`src/design/risc8_pkg.sv`:
```
// ============================================================================
// Shared definitions of the two-stage RISC-8 core.
// Holds the widths, the ALU and sequencer encodings, the stage-to-stage
// structs and the I/O constants. RTL files refer to them by scoped name.
// ============================================================================
package risc8_pkg;

	// widths with a meaning of their own
	typedef logic [15:0] opcode_t;
	typedef logic [7:0] byte_t;
	typedef logic [15:0] addr_t;
	typedef logic [4:0] reg_sel_t;
	typedef logic [5:0] io_addr_t;

	// I/O space sits above the register file in data space
	localparam addr_t IO_BASE = 16'h0020;
	localparam io_addr_t SREG_IO = 6'h3F;
	localparam addr_t RESET_PC = 16'h0000;

	// status bit positions, bits 5 to 7 read as zero
	localparam int FLAG_C = 0;
	localparam int FLAG_Z = 1;
	localparam int FLAG_N = 2;
	localparam int FLAG_V = 3;
	localparam int FLAG_S = 4;

	typedef enum logic [3:0] {
		OP_ADD,
		OP_ADC,
		OP_SUB,
		OP_SBC,
		OP_AND,
		OP_OR,
		OP_EOR,
		OP_MOVE,
		OP_MOVE_CONST,
		OP_SREG_LOAD,
		OP_SREG_READ
	} alu_op_e;

	typedef enum logic {
		SEQ_FIRST,
		SEQ_SECOND
	} seq_state_e;

	typedef enum logic [2:0] {
		CLASS_ALU,
		CLASS_LDI,
		CLASS_RJMP,
		CLASS_BRANCH,
		CLASS_OUT,
		CLASS_IN,
		CLASS_NOP
	} instr_class_e;

	// first-stage results, latched by the ALU for the second stage
	typedef struct packed {
		alu_op_e op;
		reg_sel_t dest;
		logic store;
		logic use_carry;
		logic use_const;
		byte_t const_val;
	} alu_ctl_t;

	// next data bus cycle
	typedef struct packed {
		addr_t addr;
		logic ren;
		logic wen;
		byte_t wdata;
	} bus_req_t;

	// jump request, offset already sign extended to a word offset
	typedef struct packed {
		logic jump;
		logic cond;
		logic [2:0] bit_sel;
		logic polarity;
		addr_t offset;
	} branch_req_t;

endpackage

```
`src/design/risc8_alu.sv`:
```
// ============================================================================
// Second stage of the RISC-8 core.
// Latches the decoder's control word, runs the operation on the register
// operands or the constant, and drives the write port back to the
// register file. Owns the status register and its next value.
// ============================================================================
`timescale 1ns/10ps

module risc8_alu (
	input logic clk,
	input logic reset,
	input risc8_pkg::alu_ctl_t alu_ctl,
	input risc8_pkg::byte_t reg_a,
	input risc8_pkg::byte_t reg_b,
	output risc8_pkg::reg_sel_t wsel,
	output logic wen,
	output risc8_pkg::byte_t wdata,
	output risc8_pkg::byte_t sreg_next
);
	risc8_pkg::alu_ctl_t ctl_q;
	risc8_pkg::byte_t sreg_q;
	risc8_pkg::byte_t opnd_b;
	risc8_pkg::byte_t result;
	logic [8:0] wide;
	logic carry_in;
	logic flag_c;
	logic flag_v;
	logic flag_z;
	logic flag_n;
	logic update;

	always_comb begin
		opnd_b = ctl_q.use_const ? ctl_q.const_val : reg_b;
		carry_in = ctl_q.use_carry & sreg_q[risc8_pkg::FLAG_C];
		wide = '0;
		result = opnd_b;
		flag_c = sreg_q[risc8_pkg::FLAG_C];
		flag_v = sreg_q[risc8_pkg::FLAG_V];
		update = 1'b0;

		case (ctl_q.op)
		risc8_pkg::OP_ADD, risc8_pkg::OP_ADC: begin
			wide = {1'b0, reg_a} + {1'b0, opnd_b} + {8'd0, carry_in};
			result = wide[7:0];
			flag_c = wide[8];
			flag_v = (reg_a[7] & opnd_b[7] & ~result[7]) | (~reg_a[7] & ~opnd_b[7] & result[7]);
			update = 1'b1;
		end
		risc8_pkg::OP_SUB, risc8_pkg::OP_SBC: begin
			// bit 8 of the difference is the borrow
			wide = {1'b0, reg_a} - {1'b0, opnd_b} - {8'd0, carry_in};
			result = wide[7:0];
			flag_c = wide[8];
			flag_v = (reg_a[7] & ~opnd_b[7] & ~result[7]) | (~reg_a[7] & opnd_b[7] & result[7]);
			update = 1'b1;
		end
		risc8_pkg::OP_AND: begin
			result = reg_a & opnd_b;
			flag_v = 1'b0;
			update = 1'b1;
		end
		risc8_pkg::OP_OR: begin
			result = reg_a | opnd_b;
			flag_v = 1'b0;
			update = 1'b1;
		end
		risc8_pkg::OP_EOR: begin
			result = reg_a ^ opnd_b;
			flag_v = 1'b0;
			update = 1'b1;
		end
		risc8_pkg::OP_SREG_LOAD: result = reg_a;
		default: begin
			// moves and the status read pass operand b
		end
		endcase

		// SBC chains Z across bytes
		flag_z = (result == 8'd0) & (ctl_q.op != risc8_pkg::OP_SBC || sreg_q[risc8_pkg::FLAG_Z]);
		flag_n = result[7];

		sreg_next = sreg_q;
		if (update) begin
			sreg_next = '0;
			sreg_next[risc8_pkg::FLAG_C] = flag_c;
			sreg_next[risc8_pkg::FLAG_Z] = flag_z;
			sreg_next[risc8_pkg::FLAG_N] = flag_n;
			sreg_next[risc8_pkg::FLAG_V] = flag_v;
			sreg_next[risc8_pkg::FLAG_S] = flag_n ^ flag_v;
		end else if (ctl_q.op == risc8_pkg::OP_SREG_LOAD) begin
			sreg_next = {3'b000, reg_a[4:0]};
		end
	end

	assign wsel = ctl_q.dest;
	assign wen = ctl_q.store;
	assign wdata = result;

	always_ff @(posedge clk) begin
		if (reset) begin
			ctl_q <= '{op: risc8_pkg::OP_MOVE, default: '0};
			sreg_q <= '0;
		end else begin
			ctl_q <= alu_ctl;
			sreg_q <= sreg_next;
		end
	end

	// an OUT to the status register never writes Rd back
	a_sreg_load_no_write: assert property (@(posedge clk) disable iff (reset)
		alu_ctl.op == risc8_pkg::OP_SREG_LOAD |=> !wen);

endmodule

```
`src/design/risc8_core.sv`:
```
// ============================================================================
// Top level of the two-stage RISC-8 core.
// Program memory returns one opcode per clock for the previous pc.
// The data bus carries IN and OUT with plain strobes, read data is
// expected one clock after data_ren.
// ============================================================================
`timescale 1ns/10ps

module risc8_core (
	input logic clk,
	input logic reset,
	output risc8_pkg::addr_t pc,
	input risc8_pkg::opcode_t cdata,
	output risc8_pkg::addr_t data_addr,
	output logic data_ren,
	output logic data_wen,
	output risc8_pkg::byte_t data_write,
	input risc8_pkg::byte_t data_read
);
	risc8_pkg::opcode_t opcode;
	risc8_pkg::seq_state_e state;
	risc8_pkg::instr_class_e instr_class;
	logic hold;
	risc8_pkg::reg_sel_t sel_a;
	risc8_pkg::reg_sel_t sel_b;
	risc8_pkg::byte_t reg_a;
	risc8_pkg::byte_t reg_b;
	risc8_pkg::alu_ctl_t alu_ctl;
	risc8_pkg::bus_req_t bus_req;
	risc8_pkg::branch_req_t branch_req;
	risc8_pkg::reg_sel_t wsel;
	logic wen;
	risc8_pkg::byte_t wdata;
	risc8_pkg::byte_t sreg_next;

	// bus strobes go straight out from the decoder
	assign data_addr = bus_req.addr;
	assign data_ren = bus_req.ren;
	assign data_wen = bus_req.wen;
	assign data_write = bus_req.wdata;

	risc8_sequencer u_sequencer (
		.clk(clk),
		.reset(reset),
		.cdata(cdata),
		.instr_class(instr_class),
		.state(state),
		.opcode(opcode),
		.hold(hold)
	);

	// first stage
	risc8_decode u_decode (
		.opcode(opcode),
		.state(state),
		.data_read(data_read),
		.reg_a(reg_a),
		.sreg_next(sreg_next),
		.instr_class(instr_class),
		.sel_a(sel_a),
		.sel_b(sel_b),
		.alu_ctl(alu_ctl),
		.bus_req(bus_req),
		.branch_req(branch_req)
	);

	risc8_pc u_pc (
		.clk(clk),
		.reset(reset),
		.hold(hold),
		.branch_req(branch_req),
		.sreg_next(sreg_next),
		.pc(pc)
	);

	risc8_regs u_regs (
		.clk(clk),
		.sel_a(sel_a),
		.sel_b(sel_b),
		.reg_a(reg_a),
		.reg_b(reg_b),
		.wsel(wsel),
		.wen(wen),
		.wdata(wdata)
	);

	// second stage
	risc8_alu u_alu (
		.clk(clk),
		.reset(reset),
		.alu_ctl(alu_ctl),
		.reg_a(reg_a),
		.reg_b(reg_b),
		.wsel(wsel),
		.wen(wen),
		.wdata(wdata),
		.sreg_next(sreg_next)
	);

endmodule

```
`src/design/risc8_decode.sv`:
```
// ============================================================================
// First-stage decoder of the RISC-8 core.
// Purely combinational: classifies the current opcode and turns it into
// register selects, the ALU control word, the bus request and the jump
// request. IN and OUT use the sequencer state to split their two clocks.
// ============================================================================
`timescale 1ns/10ps

module risc8_decode (
	input risc8_pkg::opcode_t opcode,
	input risc8_pkg::seq_state_e state,
	input risc8_pkg::byte_t data_read,
	input risc8_pkg::byte_t reg_a,
	input risc8_pkg::byte_t sreg_next,
	output risc8_pkg::instr_class_e instr_class,
	output risc8_pkg::reg_sel_t sel_a,
	output risc8_pkg::reg_sel_t sel_b,
	output risc8_pkg::alu_ctl_t alu_ctl,
	output risc8_pkg::bus_req_t bus_req,
	output risc8_pkg::branch_req_t branch_req
);
	// opcode fields
	risc8_pkg::reg_sel_t rd;
	risc8_pkg::reg_sel_t rr;
	risc8_pkg::reg_sel_t rdi;
	risc8_pkg::byte_t k;
	risc8_pkg::io_addr_t io_addr;
	risc8_pkg::addr_t io_data_addr;
	logic is_sreg_io;

	assign rd = opcode[8:4];
	assign rr = {opcode[9], opcode[3:0]};
	// LDI only reaches r16 to r31
	assign rdi = {1'b1, opcode[7:4]};
	assign k = {opcode[11:8], opcode[3:0]};
	assign io_addr = {opcode[10:9], opcode[3:0]};
	assign io_data_addr = risc8_pkg::IO_BASE + risc8_pkg::addr_t'(io_addr);
	// status register lives in the core, never on the bus
	assign is_sreg_io = (io_addr == risc8_pkg::SREG_IO);

	// instruction family from the top six bits
	always_comb begin
		casez (opcode[15:10])
		6'b000011, 6'b000111, 6'b000110, 6'b000010,
		6'b001000, 6'b001001, 6'b001010, 6'b001011,
		6'b000101: instr_class = risc8_pkg::CLASS_ALU;
		6'b1110??: instr_class = risc8_pkg::CLASS_LDI;
		6'b1100??: instr_class = risc8_pkg::CLASS_RJMP;
		6'b11110?: instr_class = risc8_pkg::CLASS_BRANCH;
		6'b10111?: instr_class = risc8_pkg::CLASS_OUT;
		6'b10110?: instr_class = risc8_pkg::CLASS_IN;
		default: instr_class = risc8_pkg::CLASS_NOP;
		endcase
	end

	always_comb begin
		// default is a move into Rd that is not stored, which keeps the flags
		sel_a = rd;
		sel_b = rr;
		alu_ctl = '{op: risc8_pkg::OP_MOVE, dest: rd, default: '0};
		bus_req = '0;
		branch_req = '0;

		case (instr_class)
		risc8_pkg::CLASS_ALU: begin
			// CP shares SUB and drops the store
			alu_ctl.store = 1'b1;
			case (opcode[13:10])
			4'b0011: alu_ctl.op = risc8_pkg::OP_ADD;
			4'b0111: begin
				alu_ctl.op = risc8_pkg::OP_ADC;
				alu_ctl.use_carry = 1'b1;
			end
			4'b0110: alu_ctl.op = risc8_pkg::OP_SUB;
			4'b0010: begin
				alu_ctl.op = risc8_pkg::OP_SBC;
				alu_ctl.use_carry = 1'b1;
			end
			4'b1000: alu_ctl.op = risc8_pkg::OP_AND;
			4'b1001: alu_ctl.op = risc8_pkg::OP_EOR;
			4'b1010: alu_ctl.op = risc8_pkg::OP_OR;
			4'b1011: alu_ctl.op = risc8_pkg::OP_MOVE;
			default: begin
				alu_ctl.op = risc8_pkg::OP_SUB;
				alu_ctl.store = 1'b0;
			end
			endcase
		end
		risc8_pkg::CLASS_LDI: begin
			sel_a = rdi;
			alu_ctl.op = risc8_pkg::OP_MOVE_CONST;
			alu_ctl.dest = rdi;
			alu_ctl.store = 1'b1;
			alu_ctl.use_const = 1'b1;
			alu_ctl.const_val = k;
		end
		risc8_pkg::CLASS_RJMP: begin
			branch_req.jump = 1'b1;
			branch_req.offset = {{4{opcode[11]}}, opcode[11:0]};
		end
		risc8_pkg::CLASS_BRANCH: begin
			// BRBS has bit 10 clear, BRBC has it set
			branch_req.jump = 1'b1;
			branch_req.cond = 1'b1;
			branch_req.bit_sel = opcode[2:0];
			branch_req.polarity = opcode[10];
			branch_req.offset = {{9{opcode[9]}}, opcode[9:3]};
		end
		risc8_pkg::CLASS_OUT: begin
			// Rr of OUT sits in the Rd field
			sel_b = rd;
			if (state == risc8_pkg::SEQ_FIRST) begin
				// the ALU sees Rd on the next clock
				if (is_sreg_io)
					alu_ctl.op = risc8_pkg::OP_SREG_LOAD;
			end else if (!is_sreg_io) begin
				bus_req.addr = io_data_addr;
				bus_req.wen = 1'b1;
				bus_req.wdata = reg_a;
			end
		end
		risc8_pkg::CLASS_IN: begin
			if (state == risc8_pkg::SEQ_FIRST) begin
				if (!is_sreg_io) begin
					bus_req.addr = io_data_addr;
					bus_req.ren = 1'b1;
				end
			end else begin
				// read data arrives as a constant for Rd
				alu_ctl.store = 1'b1;
				alu_ctl.use_const = 1'b1;
				if (is_sreg_io) begin
					alu_ctl.op = risc8_pkg::OP_SREG_READ;
					alu_ctl.const_val = sreg_next;
				end else begin
					alu_ctl.op = risc8_pkg::OP_MOVE_CONST;
					alu_ctl.const_val = data_read;
				end
			end
		end
		default: begin
			// anything else retires as a no-op
		end
		endcase
	end

endmodule

```
`src/design/risc8_pc.sv`:
```
// ============================================================================
// Program counter of the RISC-8 core.
// pc is the fetch address for the next clock: PC plus one, the PC itself
// under hold, or a relative target for RJMP and taken branches. A branch
// tests the status value the ALU produces in the same clock.
// ============================================================================
`timescale 1ns/10ps

module risc8_pc (
	input logic clk,
	input logic reset,
	input logic hold,
	input risc8_pkg::branch_req_t branch_req,
	input risc8_pkg::byte_t sreg_next,
	output risc8_pkg::addr_t pc
);
	// address of the opcode now on cdata
	risc8_pkg::addr_t pc_q;
	logic taken;

	always_comb begin
		// taken when the status bit differs from the skip polarity
		taken = branch_req.jump &&
			(!branch_req.cond || (sreg_next[branch_req.bit_sel] != branch_req.polarity));
		if (hold)
			pc = pc_q;
		else if (taken)
			pc = pc_q + 16'd1 + branch_req.offset;
		else
			pc = pc_q + 16'd1;
	end

	always_ff @(posedge clk) begin
		// one below, so the first fetch is RESET_PC
		if (reset)
			pc_q <= risc8_pkg::RESET_PC - 16'd1;
		else
			pc_q <= pc;
	end

	// jumps are single cycle, hold only comes from IN and OUT
	a_hold_no_jump: assert property (@(posedge clk) disable iff (reset)
		!(hold && branch_req.jump));

endmodule

```
`src/design/risc8_regs.sv`:
```
// ============================================================================
// Register file of the RISC-8 core, 32 entries of one byte in flops.
// Both reads are registered, so data shows up one clock after the select.
// A write in the same clock to a selected register is passed through.
// ============================================================================
`timescale 1ns/10ps

module risc8_regs (
	input logic clk,
	input risc8_pkg::reg_sel_t sel_a,
	input risc8_pkg::reg_sel_t sel_b,
	output risc8_pkg::byte_t reg_a,
	output risc8_pkg::byte_t reg_b,
	input risc8_pkg::reg_sel_t wsel,
	input logic wen,
	input risc8_pkg::byte_t wdata
);
	risc8_pkg::byte_t rf [0:31];

	always_ff @(posedge clk) begin
		if (wen)
			rf[wsel] <= wdata;
		// bypass the ALU result that retires this clock
		if (wen && wsel == sel_a)
			reg_a <= wdata;
		else
			reg_a <= rf[sel_a];
		if (wen && wsel == sel_b)
			reg_b <= wdata;
		else
			reg_b <= rf[sel_b];
	end

endmodule

```
`src/design/risc8_sequencer.sv`:
```
// ============================================================================
// Two-cycle sequencer of the RISC-8 core.
// IN and OUT take a second clock: the opcode is held and the PC is kept
// while the first cycle runs. Out of reset the FSM sits in its second
// state on a held NOP, so the fetch of RESET_PC runs exactly once.
// ============================================================================
`timescale 1ns/10ps

module risc8_sequencer (
	input logic clk,
	input logic reset,
	input risc8_pkg::opcode_t cdata,
	input risc8_pkg::instr_class_e instr_class,
	output risc8_pkg::seq_state_e state,
	output risc8_pkg::opcode_t opcode,
	output logic hold
);
	risc8_pkg::seq_state_e state_q;
	risc8_pkg::opcode_t held_q;

	assign state = state_q;
	// second cycle re-runs the held opcode
	assign opcode = (state_q == risc8_pkg::SEQ_FIRST) ? cdata : held_q;
	// keep the PC while a bus instruction needs another clock
	assign hold = (state_q == risc8_pkg::SEQ_FIRST) &&
		(instr_class == risc8_pkg::CLASS_OUT || instr_class == risc8_pkg::CLASS_IN);

	always_ff @(posedge clk) begin
		if (reset) begin
			// 16'h0000 is the AVR NOP
			state_q <= risc8_pkg::SEQ_SECOND;
			held_q <= '0;
		end else if (hold) begin
			state_q <= risc8_pkg::SEQ_SECOND;
			held_q <= cdata;
		end else begin
			state_q <= risc8_pkg::SEQ_FIRST;
		end
	end

	// no instruction takes more than two clocks
	a_second_returns: assert property (@(posedge clk) disable iff (reset)
		state_q == risc8_pkg::SEQ_SECOND |=> state_q == risc8_pkg::SEQ_FIRST);

endmodule
```
`config.mk`:
```
export PLATFORM = sky130hd
export DESIGN_NAME = risc8_core
export DESIGN_NICKNAME = d
export VERILOG_FILES = /design/src/design/risc8_pkg.sv /design/src/design/risc8_alu.sv /design/src/design/risc8_core.sv /design/src/design/risc8_decode.sv /design/src/design/risc8_pc.sv /design/src/design/risc8_regs.sv /design/src/design/risc8_sequencer.sv
export SDC_FILE = /design/constraint.sdc
export NUM_CORES = 1
export LEC_CHECK = 0
export BUFFER_PORTS_ARGS = -buffer_cell sky130_fd_sc_hd__buf_2
export CORE_MARGIN = 5
export CORE_UTILIZATION = 45
export DETAILED_ROUTE_END_ITERATION = 8
export SLEW_MARGIN = 20
export SYNTH_ARGS = -nofsm -noshare
export SYNTH_HDL_FRONTEND = slang
export SYNTH_SLANG_ARGS = --single-unit
```
`constraint.sdc`:
```
create_clock -name clk -period 7.8 [get_ports clk]
set_input_delay 1.17 -clock clk [delete_from_list [all_inputs] [get_ports clk]]
set_output_delay 1.17 -clock clk [all_outputs]
set_load 0.005 [all_outputs]
```
==> impl_results.md <==
- Slew @ Worst Pin: 1.17 ns
- Via count: 13,700
- FFs w/ async S/R, synth: 0
- PwrDens: 234 mW/mm^2
- Syn avg cell area: 12.1 um^2
- Initial cell density of the core: 0.453
- Max_slew headroom: 0.215
- Clock share of power: 0.338
- 1st-iter DRT viols: 1,834
- P_sw: 1.49 mW
- Crit path max-delay family: compound AO/OA/AOI/OAI gates
- Total track usage: 0.243
- # H-tree levels: 2
- Post-route DRC: 0
- IO Pins: 68
- Std-Cell Rows: 74
- Combinational share of power: 0.252
- Routability cong.: 0.935
- Vias per inst: 6.21
- RSZ-0062 raised after global routing: yes
- Worst Path Class, Setup: flop to output port
- Tcrit/Tclk final: 0.984
- Post-DP HPWL: 39,800 um
- Final hold violations: 0
- Cells after Synth: 1,522
- Period minus WS final: 7.68 ns
- Post-synthesis sequential area ratio: 0.496
- TritonCTS clock tree: yes
- Design area: 0.0215 mm^2
- CTS root buf: clkbuf_16
- Die Wd: 212 um
- Most frequent cells in the layout: edfxtp_1 (256), nor2_1 (130), mux2i_1 (121)
- Max Freq: 130 MHz
- HP Class: flop to flop
- Peak VDD IR: 0.213 mV
- Post-synth cell types: 86
- Cell Area, Synth: 0.0184 mm^2
- Worst setup slack after layout: 0.123 ns
- First-pass DRT Iterations: 6
- Critical path's largest stage delay: 0.50 ns
- Max Cap Violations: 0
- Routed wire length: 56,600 um
- Vias in the first global route: 13,300
- Layout cells sized above 1: 0.262
- Hold Slack: 0.455 ns
- Flops & latches, synth: 327
- TritonCTS buffer count: 36
- Clock Path Buffers: 3
- HP Start: u_sequencer.held_q[8]
- TNS Setup: 0 ns
- Largest net degree at the start of global routing: 42
- Status: finished, final reports clean
- Initial antenna violation count: 2
- CP Launch Type: flop
- Post-Place Cell Area: 0.0196 mm^2
- Ant. Diodes: 0
- Die height: 212 um
- Leakage power: 7.57 nW
- Die area: 0.0449 mm^2
- Critical path's slowest cell: mux4_2
- P_int: 3.53 mW
- Sinks on Clock Net: 327
- Grt ovf: 0
- CP required: 6.63 ns
- Number of flops mapped to enable cells by yosys: 256
- Switch share: 0.297
- Post-layout nets: 1,726
- Setup crit end kind: output port
- Core area: 0.0406 mm^2
- Wire length per cell: 25.6 um
- Clock transition at the registers of the reported paths: 0.06 ns
- Flop pwr share: 0.410
- Power Total: 5.02 mW
- Worst Clk Skew: 0.0262 ns
- Synthesis warning total: 0
- Area Overhead vs Synth: 16.9%
- CP max FO: 8
- Buf+Inv Stages, Crit Path: 7
- Synth Flop Type: edfxtp_1
- Final setup viols: 0
- Pre-CTS setup slack: -0.00456 ns
- Final ANT Viol Nets: 0
- Port-buffer cells: 58
- Worst path most repeated cell: buf_4
- Crit path arrival time: 6.51 ns
- Global-route wire length before repair: 82,600 um
- Worst skew pair latency: 0.56 ns
- Commonest non-fill, non-tap cell in the layout: edfxtp_1
- Final Max Slew Viols: 0
[flip-flops by register name (all words and copies together) (netlist names), named ones only]
name,flops
u_alu.wsel,5
u_sequencer.state,1
u_sequencer.held_q,16
u_alu.wen,1
u_pc.pc_q,16
u_alu.ctl_q,14
u_alu.sreg_q,8
u_regs.rf,256
[synth_stat cells (all sizes together), types with 45 or more instances]
cell type,instances,area [um^2]
dfxtp,71,1420
ha,45,563
nor2,140,526
inv,52,195
buf,53,359
mux2i,134,1340
nand2,122,458
mux4,92,2080
a21oi,80,400
edfxtp,256,7690
o21ai,53,269
[layer usage]
metal | up-vias | routed length [um] | GRT usage
met2 | 724 | 25800 | 0.376
met4 | 2 | 1780 | 0.0773
met3 | 109 | 5360 | 0.0415
met1 | 6794 | 23700 | 0.354
li1 | 6091 | - | -
met5 | - | 13 | 0
[worst paths after layout]
path | slack, ns | cells after the start | end
hold reg to reg | 0.45 | 2 | u_sequencer.held_q[8]
hold / removal | 0.45 | 2 | u_sequencer.held_q[8]
setup reg to reg | 1.68 | 25 | u_pc.pc_q[13]
setup / recovery | 0.12 | 26 | pc[10]
[power groups by stage]
| stage | combinational (mW) | clock (mW) | sequential, mW |
|---|---|---|---|
| 2_1_floorplan | 0.774 | 0 | 2.06 |
| 5_1_grt | 1.36 | 1.79 | 2.06 |
| 3_5_place_dp | 1.10 | 0 | 2.09 |
| 6_report | 1.26 | 1.70 | 2.06 |
| 3_3_place_gp | 1.09 | 0 | 2.09 |
| 4_1_cts | 1.14 | 1.72 | 2.06 |
[worst min-delay path, stage by stage, from the launching register on]
cell     delay [ns]
dfxtp_1        0.31
nand2_1        0.05
a21oi_1        0.05
[through the flow]
step                       util  instances
after floorplan               -       1530
after global placement    0.482       2106
after detailed placement  0.482       2106
after CTS                 0.516       2184
after global routing      0.529       2209
final                     0.529       2209
[area by class of cell]
type,instances,area (um^2)
clock buffer,40,958
clock inverter,25,208
fill,3484,19100
inverter,53,199
multi-input combinational,1057,8990
sequential,327,9130
tap,532,666
timing repair buffer,175,1310
[timing repair]
| item | CTS | global route |
|---|---|---|
| endpoints found under the setup margin | 16 | 16 |
| buffers inserted | 13 | 24 |
| gates cloned | 0 | 1 |
| endpoints found under the hold margin | 0 | 0 |
| pin swaps | 7 | 24 |
| resized for setup | 30 | 71 |
| hold buffers | 0 | 0 |
[kinds of logic (layout without fill, tap and decap cells)]
group,after synthesis,after routing,synth area share
muxes,241,241,0.196
and+or+nand+nor,423,423,0.108
DFF,327,327,0.496
buffers and inverters,146,293,0.0386
xor gates and xnor gates,31,31,0.0148
other,1,9,0.000204
AOI/OAI and AO/OA,303,303,0.110
adders and majority gates,50,50,0.0361
(Power assumes the default switching activity.)
